`src/design/ctrl_pkg.sv`:
```
package ctrl_pkg;

	localparam int CTRL_W = 256;

	typedef logic [CTRL_W-1:0] ctrl_data_t;
	typedef logic [7:0] mod_id_t;
	typedef logic [15:0] ctrl_flag_t;

	// mod id splits into stage (upper) and action (lower)
	localparam int MOD_STAGE_W = 5;
	localparam int MOD_ACTION_W = 3;

	// field positions inside the second beat
	localparam int MOD_ID_LSB = 112;
	localparam int FLAG_LSB = 64;
	localparam int INDEX_LSB = 128;

	// udp port marking a configuration packet
	localparam ctrl_flag_t CTRL_FLAG = 16'hf2f1;

	typedef enum logic [1:0] {FIRST, CHECK, ENTRY, REST} ctrl_state_e;

endpackage

```
`src/design/alu_pkg.sv`:
```
package alu_pkg;

	// datapath widths
	localparam int DATA_W = 32;
	localparam int ACTION_W = 25;
	localparam int OPCODE_W = 4;
	localparam int OPCODE_LSB = 21;

	// tenant isolation
	localparam int VLAN_W = 12;
	localparam int TENANT_W = 5;
	localparam int TENANT_LSB = 4;
	localparam int RAM_ADDR_W = 5;
	localparam int SEG_W = 8;

	localparam int KV_DEPTH = 32;
	localparam int PT_DEPTH = 32;

	typedef logic [DATA_W-1:0] data_t;
	typedef logic [ACTION_W-1:0] action_t;
	typedef logic [OPCODE_W-1:0] opcode_t;
	typedef logic [VLAN_W-1:0] vlan_t;
	typedef logic [TENANT_W-1:0] tenant_t;
	typedef logic [RAM_ADDR_W-1:0] ram_addr_t;
	typedef logic [SEG_W-1:0] seg_field_t;
	// length in the upper byte, base in the lower byte
	typedef logic [2*SEG_W-1:0] page_entry_t;

	localparam opcode_t OP_ADD = 4'b0001;
	localparam opcode_t OP_SUB = 4'b0010;
	localparam opcode_t OP_ADDI = 4'b1001;
	localparam opcode_t OP_SUBI = 4'b1010;
	localparam opcode_t OP_STORE = 4'b1000;
	localparam opcode_t OP_LOAD = 4'b1011;
	localparam opcode_t OP_LOADD = 4'b0111;
	localparam opcode_t OP_SET = 4'b1110;

	typedef enum logic [2:0] {IDLE, LOOKUP, BOUND, READ, OUTPUT, HALT} alu_state_e;

endpackage
```
`src/design/stateful_alu.sv`:
```
module stateful_alu #(
	parameter int STAGE_ID = 0,
	parameter int ACTION_ID = 3
) (
	input  logic                 clk,
	input  logic                 rst_n,

	input  alu_pkg::action_t     action_in,
	input  logic                 action_valid,
	input  alu_pkg::data_t       operand_1_in,
	input  alu_pkg::data_t       operand_2_in,
	input  alu_pkg::data_t       operand_3_in,
	output logic                 ready_out,

	input  alu_pkg::vlan_t       vlan_id,

	output alu_pkg::data_t       container_out,
	output logic                 container_out_valid,
	input  logic                 ready_in,

	input  ctrl_pkg::ctrl_data_t c_s_axis_tdata,
	input  logic                 c_s_axis_tvalid,
	input  logic                 c_s_axis_tlast,

	output ctrl_pkg::ctrl_data_t c_m_axis_tdata,
	output logic                 c_m_axis_tvalid,
	output logic                 c_m_axis_tlast
);

	import alu_pkg::*;
	import ctrl_pkg::*;

	logic pt_wr_en;
	tenant_t pt_wr_index;
	page_entry_t pt_wr_entry;
	page_entry_t page_entry;

	ram_addr_t kv_rd_addr;
	data_t kv_rd_data;
	logic kv_wr_en;
	ram_addr_t kv_wr_addr;
	data_t kv_wr_data;

	page_tbl_writer #(
		.STAGE_ID (STAGE_ID),
		.ACTION_ID(ACTION_ID)
	) page_tbl_writer_i (
		.clk            (clk),
		.rst_n          (rst_n),
		.c_s_axis_tdata (c_s_axis_tdata),
		.c_s_axis_tvalid(c_s_axis_tvalid),
		.c_s_axis_tlast (c_s_axis_tlast),
		.c_m_axis_tdata (c_m_axis_tdata),
		.c_m_axis_tvalid(c_m_axis_tvalid),
		.c_m_axis_tlast (c_m_axis_tlast),
		.pt_wr_en       (pt_wr_en),
		.pt_wr_index    (pt_wr_index),
		.pt_wr_entry    (pt_wr_entry)
	);

	// tenant field of the vlan id picks the entry
	dp_ram #(
		.WIDTH($bits(page_entry_t)),
		.DEPTH(PT_DEPTH)
	) page_tbl (
		.clk    (clk),
		.wr_en  (pt_wr_en),
		.wr_addr(pt_wr_index),
		.wr_data(pt_wr_entry),
		.rd_addr(vlan_id[TENANT_LSB +: TENANT_W]),
		.rd_data(page_entry)
	);

	dp_ram #(
		.WIDTH($bits(data_t)),
		.DEPTH(KV_DEPTH)
	) kv_mem (
		.clk    (clk),
		.wr_en  (kv_wr_en),
		.wr_addr(kv_wr_addr),
		.wr_data(kv_wr_data),
		.rd_addr(kv_rd_addr),
		.rd_data(kv_rd_data)
	);

	alu_core alu_core_i (
		.clk                (clk),
		.rst_n              (rst_n),
		.action_in          (action_in),
		.action_valid       (action_valid),
		.operand_1_in       (operand_1_in),
		.operand_2_in       (operand_2_in),
		.operand_3_in       (operand_3_in),
		.ready_out          (ready_out),
		.container_out      (container_out),
		.container_out_valid(container_out_valid),
		.ready_in           (ready_in),
		.page_entry         (page_entry),
		.kv_rd_addr         (kv_rd_addr),
		.kv_rd_data         (kv_rd_data),
		.kv_wr_en           (kv_wr_en),
		.kv_wr_addr         (kv_wr_addr),
		.kv_wr_data         (kv_wr_data)
	);

endmodule

```
`src/design/alu_core.sv`:
```
module alu_core (
	input  logic                 clk,
	input  logic                 rst_n,

	input  alu_pkg::action_t     action_in,
	input  logic                 action_valid,
	input  alu_pkg::data_t       operand_1_in,
	input  alu_pkg::data_t       operand_2_in,
	input  alu_pkg::data_t       operand_3_in,
	output logic                 ready_out,

	output alu_pkg::data_t       container_out,
	output logic                 container_out_valid,
	input  logic                 ready_in,

	input  alu_pkg::page_entry_t page_entry,

	output alu_pkg::ram_addr_t   kv_rd_addr,
	input  alu_pkg::data_t       kv_rd_data,
	output logic                 kv_wr_en,
	output alu_pkg::ram_addr_t   kv_wr_addr,
	output alu_pkg::data_t       kv_wr_data
);

	import alu_pkg::*;

	alu_state_e state;

	opcode_t opcode;
	opcode_t opcode_in;
	ram_addr_t offset;
	ram_addr_t ram_addr;
	logic overflow;
	logic over_now;
	logic accept;
	logic done;

	data_t arith;
	data_t load_inc;
	seg_field_t seg_len;
	seg_field_t seg_base;

	assign opcode_in = action_in[OPCODE_LSB +: OPCODE_W];
	assign accept = action_valid & ready_out;
	assign {seg_len, seg_base} = page_entry;

	// local offset past the tenant's length
	assign over_now = seg_field_t'(offset) > seg_len;

	assign load_inc = kv_rd_data + data_t'(1);
	assign done = ((state == OUTPUT) || (state == HALT)) && ready_in;

	// one address register serves both ports
	assign kv_rd_addr = ram_addr;
	assign kv_wr_addr = ram_addr;

	// result known at acceptance, loads replace it later
	always_comb begin
		case (opcode_in)
			OP_ADD, OP_ADDI: arith = operand_1_in + operand_2_in;
			OP_SUB, OP_SUBI: arith = operand_1_in - operand_2_in;
			OP_SET: arith = operand_2_in;
			default: arith = operand_3_in;
		endcase
	end

	always_ff @(posedge clk or negedge rst_n) begin
		if (!rst_n) begin
			state <= IDLE;
			opcode <= '0;
			overflow <= 1'b0;
			ready_out <= 1'b1;
			container_out_valid <= 1'b0;
			kv_wr_en <= 1'b0;
		end else begin
			container_out_valid <= 1'b0;
			kv_wr_en <= 1'b0;
			case (state)
				IDLE: begin
					if (accept) begin
						opcode <= opcode_in;
						ready_out <= 1'b0;
						state <= LOOKUP;
					end
				end
				// page table read in flight
				LOOKUP: state <= BOUND;
				BOUND: begin
					overflow <= over_now;
					if ((opcode == OP_STORE) && !over_now) begin
						kv_wr_en <= 1'b1;
					end
					state <= READ;
				end
				READ: state <= OUTPUT;
				OUTPUT: begin
					// write back of loadd goes out once
					if ((opcode == OP_LOADD) && !overflow) begin
						kv_wr_en <= 1'b1;
					end
					state <= ready_in ? IDLE : HALT;
				end
				HALT: begin
					if (ready_in) begin
						state <= IDLE;
					end
				end
				default: state <= IDLE;
			endcase
			if (done) begin
				container_out_valid <= 1'b1;
				ready_out <= 1'b1;
			end
		end
	end

	always_ff @(posedge clk) begin
		if ((state == IDLE) && accept) begin
			container_out <= arith;
			offset <= operand_2_in[RAM_ADDR_W-1:0];
		end
		if (state == BOUND) begin
			ram_addr <= ram_addr_t'(seg_base) + offset;
			kv_wr_data <= operand_1_in;
		end
		// overflowed loads keep operand 3
		if ((state == OUTPUT) && !overflow) begin
			if (opcode == OP_LOAD) begin
				container_out <= kv_rd_data;
			end else if (opcode == OP_LOADD) begin
				container_out <= load_inc;
				kv_wr_data <= load_inc;
			end
		end
	end

endmodule

```
`src/design/page_tbl_writer.sv`:
```
module page_tbl_writer #(
	parameter int STAGE_ID = 0,
	parameter int ACTION_ID = 3
) (
	input  logic                 clk,
	input  logic                 rst_n,

	input  ctrl_pkg::ctrl_data_t c_s_axis_tdata,
	input  logic                 c_s_axis_tvalid,
	input  logic                 c_s_axis_tlast,

	output ctrl_pkg::ctrl_data_t c_m_axis_tdata,
	output logic                 c_m_axis_tvalid,
	output logic                 c_m_axis_tlast,

	output logic                 pt_wr_en,
	output alu_pkg::tenant_t     pt_wr_index,
	output alu_pkg::page_entry_t pt_wr_entry
);

	import alu_pkg::*;
	import ctrl_pkg::*;

	localparam mod_id_t OWN_MOD_ID =
		mod_id_t'({STAGE_ID[MOD_STAGE_W-1:0], ACTION_ID[MOD_ACTION_W-1:0]});

	ctrl_state_e state;

	// two-stage beat delay line
	ctrl_data_t d1_data;
	ctrl_data_t d2_data;
	logic d1_valid;
	logic d2_valid;
	logic d1_last;
	logic d2_last;
	logic d1_drop;
	logic d2_drop;

	logic pkt_drop;
	logic in_drop;
	logic match;

	mod_id_t mod_id;
	ctrl_flag_t ctrl_flag;
	seg_field_t beat_len;
	seg_field_t beat_base;

	assign mod_id = c_s_axis_tdata[MOD_ID_LSB +: $bits(mod_id_t)];
	assign ctrl_flag = c_s_axis_tdata[FLAG_LSB +: $bits(ctrl_flag_t)];
	assign match = c_s_axis_tvalid && (mod_id == OWN_MOD_ID) && (ctrl_flag == CTRL_FLAG);

	// entry bytes arrive little endian
	assign beat_len = c_s_axis_tdata[0 +: SEG_W];
	assign beat_base = c_s_axis_tdata[SEG_W +: SEG_W];

	// drop flag for the beat entering now
	always_comb begin
		case (state)
			CHECK: in_drop = match;
			ENTRY, REST: in_drop = pkt_drop;
			default: in_drop = 1'b0;
		endcase
	end

	always_ff @(posedge clk or negedge rst_n) begin
		if (!rst_n) begin
			d1_valid <= 1'b0;
			d1_last <= 1'b0;
			d1_drop <= 1'b0;
			d2_valid <= 1'b0;
			d2_last <= 1'b0;
			d2_drop <= 1'b0;
		end else begin
			d1_valid <= c_s_axis_tvalid;
			d1_last <= c_s_axis_tlast;
			d1_drop <= in_drop;
			d2_valid <= d1_valid;
			d2_last <= d1_last;
			// first beat sits in d1 while the second one is checked
			d2_drop <= d1_drop | ((state == CHECK) && match);
		end
	end

	always_ff @(posedge clk) begin
		d1_data <= c_s_axis_tdata;
		d2_data <= d1_data;
	end

	assign c_m_axis_tdata = d2_data;
	assign c_m_axis_tvalid = d2_valid & ~d2_drop;
	assign c_m_axis_tlast = d2_last & ~d2_drop;

	// packet parser
	always_ff @(posedge clk or negedge rst_n) begin
		if (!rst_n) begin
			state <= FIRST;
			pkt_drop <= 1'b0;
			pt_wr_en <= 1'b0;
		end else begin
			pt_wr_en <= 1'b0;
			case (state)
				FIRST: begin
					if (c_s_axis_tvalid && !c_s_axis_tlast) begin
						state <= CHECK;
					end
				end
				CHECK: begin
					if (c_s_axis_tvalid) begin
						pkt_drop <= match;
						if (c_s_axis_tlast) begin
							state <= FIRST;
						end else if (match) begin
							state <= ENTRY;
						end else begin
							state <= REST;
						end
					end
				end
				ENTRY: begin
					if (c_s_axis_tvalid) begin
						pt_wr_en <= 1'b1;
						state <= c_s_axis_tlast ? FIRST : REST;
					end
				end
				REST: begin
					if (c_s_axis_tvalid && c_s_axis_tlast) begin
						state <= FIRST;
					end
				end
				default: state <= FIRST;
			endcase
		end
	end

	// index from beat two, entry from beat three
	always_ff @(posedge clk) begin
		if ((state == CHECK) && match) begin
			pt_wr_index <= c_s_axis_tdata[INDEX_LSB +: TENANT_W];
		end
		if ((state == ENTRY) && c_s_axis_tvalid) begin
			pt_wr_entry <= {beat_len, beat_base};
		end
	end

endmodule

```
`src/design/dp_ram.sv`:
```
module dp_ram #(
	parameter int WIDTH = 32,
	parameter int DEPTH = 32
) (
	input  logic                     clk,
	input  logic                     wr_en,
	input  logic [$clog2(DEPTH)-1:0] wr_addr,
	input  logic [WIDTH-1:0]         wr_data,
	input  logic [$clog2(DEPTH)-1:0] rd_addr,
	output logic [WIDTH-1:0]         rd_data
);

	logic [WIDTH-1:0] mem [DEPTH];

	// read-before-write on an address collision
	always_ff @(posedge clk) begin
		if (wr_en) begin
			mem[wr_addr] <= wr_data;
		end
		rd_data <= mem[rd_addr];
	end

endmodule

```
`config.mk`:
```
export PLATFORM = sky130hd
export DESIGN_NAME = stateful_alu
export DESIGN_NICKNAME = d
export VERILOG_FILES = /design/src/design/ctrl_pkg.sv /design/src/design/alu_pkg.sv /design/src/design/stateful_alu.sv /design/src/design/alu_core.sv /design/src/design/page_tbl_writer.sv /design/src/design/dp_ram.sv
export SDC_FILE = /design/constraint.sdc
export NUM_CORES = 2
export LEC_CHECK = 0
export BUFFER_PORTS_ARGS = -buffer_cell sky130_fd_sc_hd__clkbuf_2
export CAP_MARGIN = 20
export CORE_ASPECT_RATIO = 1.1
export CORE_MARGIN = 1
export CORE_UTILIZATION = 35
export CTS_CLUSTER_SIZE = 20
export DETAILED_ROUTE_END_ITERATION = 16
export GPL_TIMING_DRIVEN = 0
export PLACE_DENSITY = 0.54
export SLEW_MARGIN = 10
export SYNTH_ARGS = -nofsm -noshare
export SYNTH_HDL_FRONTEND = slang
export SYNTH_SLANG_ARGS = --single-unit
```
`constraint.sdc`:
```
create_clock -name clk -period 4.9 [get_ports clk]
set_input_delay 0.98 -clock clk [delete_from_list [all_inputs] [get_ports clk]]
set_output_delay 0.98 -clock clk [all_outputs]
set_load 0.05 [all_outputs]
```
==> results.tsv <==
stage	metric	value	unit
routing	Post-Route M1 WL	95000	um
worst_setup_path	r2r setup slk	0.18	ns
placement	placed cell area	83200	um2
yosys	Post-Synth Simple-Gate Area	0.0320	
sta	Hold Violations, Final	0	
clock_tree	Root Buffer	clkbuf_16	
die	# rows	176	
clock_tree	CTS tree	done	
yosys	YS warnings	0	
routing	met3 WL	21300	um
final_layout	P&R area growth vs syn	22.3	%
clock_tree	post-CTS sizing	0	
final_layout	final net count	5247	
sta	clk_skew	0.0582	ns
sta	fmax	212	MHz
routing	Routed Antenna Nets	0	
placement	post-DP HPWL	175000	um
yosys	Adder-Cell Fraction of Synth Area	0.00766	
final_layout	most frequent cells in the layout	edfxtp_1, clkbuf_2, dfxtp_1	
min_path	worst hold path type	in -> async	
worst_setup_path	cell chain of the critical path	clkbuf_1 > clkbuf_1 > clkbuf_1 > nand3b_1 > nor2_4 > buf_16 > buf_16	
yosys	post-synthesis mux area share	0.124	
global_routing	vias in the first global route	41500	
die	die width	440	um
clock_tree	post-CTS setup buffer count	0	
placement	PortBufs	654	
yosys	post-synthesis register bit count	2110	
global_routing	initial antenna violation count	32	
routing	initial drt markers	4549	
sta	# setup viols final	0	
worst_setup_path	RR Endpoint	kv_mem.mem[6][25]$_DFFE_PP_	
global_routing	largest net degree at the start of global routing	34	
worst_setup_path	critical path type	reg -> reg	
placement	GP Congestion	0.914	
worst_setup_path	CP max-delay cell	nand3b_1	
worst_setup_path	cells on worst reg2reg path	7	
routing	final WL	241000	um
global_routing	Overall Global Routing Usage	0.223	
die	Ports	687	
final_layout	fin area	90300	um2
global_routing	first-pass GRT wire length	330000	um
yosys	EDFF count, synth	1468	
worst_setup_path	crit path max fanout	12	
die	Starting Density	0.352	
clock_tree	H-Tree Depth	4	
yosys	XOR/XNOR Fraction of Synth Area	0.0103	
final_layout	# fillers	18300	
sta	Final Max Slew Viols	0	
sta	RSZ-0062 raised after global routing	false	
yosys	Syn Std Cell Area	73800	um2
final_layout	fraction of layout cells with a size suffix above 1	0.329	
final_layout	commonest non-fill, non-tap cell in the layout	edfxtp_1	
worst_setup_path	Max stage delay on crit path	0.87	ns
yosys	top_reg_cell synth	edfxtp_1	
routing	DR WL/cell	31.1	um
routing	via count	41600	
sta	setup TNS	0	ns
clock_tree	cts bufs inserted	204	
yosys	largest family of logic cells by synthesized area	multiplexers	
clock_tree	maximum clock path buffer count	3	
worst_setup_path	CP endpoint kind	flip-flop	
yosys	Syn Area/Cell	19.4	um2
sta	slew margin rel.	0.162	
power_and_ir_drop	Max IR drop VDD	0.000374	V
routing	DR pass1 iterations	7	
routing	DR top layer	met5	
die	CORE AREA	209000	um2
routing	# DRC	0	
die	Die Y	484	um
sta	Worst-Margin Slew	1.26	ns
die	total die area	213000	um2
worst_setup_path	CP Data Arrival Time	5.23	ns
yosys	syn nets	4250	
worst_setup_path	Reg2Reg Launch Point	alu_core_i.kv_rd_addr[1]$_DFFE_PP_	
routing	met2 wire len	116000	um
worst_setup_path	most frequent CP cell	clkbuf_1	
routing	Vias per Instance	5.37	
clock_tree	Skew-Pair Late Insertion Delay	0.85	ns
clock_tree	cts hold-fix bufs	0	
sta	fin crit period	4.72	ns
clock_tree	CTS Sinks	2110	
status	status	finished clean	
power_and_ir_drop	leakage	31.4	nW
sta	Final period util	0.963	
worst_setup_path	WP data required	5.41	ns
yosys	post-synthesis compound-gate area fraction	0.0428	
yosys	sequential area share after synthesis	0.773	
worst_setup_path	CP startpoint kind	flip-flop	
power_and_ir_drop	P per Cell Area	525	nW/um2
clock_tree	Clock Pin Slew Worst Setup and Hold Paths	0.06	ns
yosys	FFs w/ async S/R, synth	0.00995	
job	max cap viols	0	
yosys	Post-Syn Instances	3811	
global_routing	total congestion overflow	0	
yosys	Synth cell types	84	
## cell type report
class | instances | area [um2] | share of cell area
multi-input combinational | 1497 | 16300 | 0.180
clock inverter | 90 | 926 | 0.0103
clock buffer | 288 | 5870 | 0.0650
antenna | 6 | 15.0 | 0.000166
sequential | 2110 | 57000 | 0.632
tap | 2759 | 3450 | 0.0382
buffer | 178 | 721 | 0.00798
timing repair buffer | 791 | 5890 | 0.0653
inverter | 26 | 97.6 | 0.00108
## report_power, final
part	total (mW)	switching (mW)	leakage (nW)	internal (mW)
clock	15.8	6.91	3.33	8.93
sequential	22.6	1.49	18.7	21.1
combinational	8.91	5.97	9.33	2.93
total	47.4	14.4	31.4	33.0
## cell usage after synthesis (all sizes together) (11+ instances only)
library cell     n  area [um2]
and3            22         139
nand2b          11        68.8
mux2i           29         290
nand2          110         413
nand3           39         208
o211ai          11        82.6
nor3            30         150
nor2           126         483
a21o            18         135
a21oi           91         455
a211oi          14         110
nand4           46         288
dfrtp           20         500
nor2b           16         100
o21ai          101         505
o22ai           19         125
clkbuf         127         478
dfxtp          621       12400
mux2            14         158
a22oi          135        1010
xnor2           45         394
edfxtp        1468       44100
nand3b          11        82.6
ha              42         526
xor2            42         368
buf             51         215
mux4           386        8690
a221oi          12         105
inv             26        97.6
## stage by stage
stage                     setup WS, ns  utilization  power (mW)  cells  hold slack, ns
after floorplan                  0.672            -        27.0   3811           0.310
after global placement           -2.31        0.385        31.1   7224           0.310
after detailed placement        -0.766        0.398        31.6   7346           0.312
after CTS                        0.155        0.430        47.3   7724           0.126
after global routing             0.129        0.431        48.7   7739           0.161
final                            0.180        0.431        47.4   7745           0.166
## layer usage
layer  vias to the layer above  track usage
li1                      17300            -
met1                     21800        0.291
met2                      2094        0.362
met3                       396       0.0570
met4                         2       0.0715
met5                         -            0
## registers in the layout, summed over array words and instances (netlist names), 2 cells and up
name / count
alu_core_i.container_out: 32
kv_mem.mem: 1024
alu_core_i.kv_rd_addr: 5
page_tbl.rd_data: 13
kv_mem.rd_data: 32
alu_core_i.opcode: 4
page_tbl_writer_i.c_m_axis_tdata: 256
page_tbl.mem: 416
page_tbl_writer_i.pt_wr_index: 5
alu_core_i.kv_wr_data: 32
alu_core_i.state: 3
page_tbl_writer_i.state: 2
page_tbl_writer_i.pt_wr_entry: 13
page_tbl_writer_i.d1_data: 256
alu_core_i.offset: 5
## how the worst max path moves through the flow
| stage | to | start | slack (ns) |
|---|---|---|---|
| global placement | kv_mem.mem[13][13]$_DFFE_PP_ | alu_core_i.kv_rd_addr[0]$_DFFE_PP_ | -2.31 |
| global route | kv_mem.mem[31][1]$_DFFE_PP_ | alu_core_i.kv_rd_addr[0]$_DFFE_PP_ | 0.13 |
| finish | kv_mem.mem[6][25]$_DFFE_PP_ | alu_core_i.kv_rd_addr[1]$_DFFE_PP_ | 0.18 |
| detailed placement | alu_core_i.container_out[14]$_DFF_P_ | action_in[22] | -0.77 |
| floorplan | alu_core_i.container_out[31]$_DFF_P_ | operand_2_in[1] | 0.67 |
| CTS | alu_core_i.container_out[14]$_DFF_P_ | action_in[22] | 0.15 |
## critical path: cells and delay by family (launching register included)
family | cells | cell delay [ns]
buffers and inverters | 5 | 2.28
and+or+nand+nor | 2 | 1.74
DFF | 1 | 0.35
## logic make-up (layout without fill, tap and decap cells)
family | count (synthesis) | in the layout
buffers and inverters | 204 | 1373
DFF | 2110 | 2110
adders and majority gates | 44 | 44
other | 0 | 6
xor gates and xnor gates | 87 | 87
AOI/OAI and AO/OA | 468 | 468
muxes | 429 | 429
and+or+nand+nor | 469 | 469
Power figures use the tool's default switching activity.
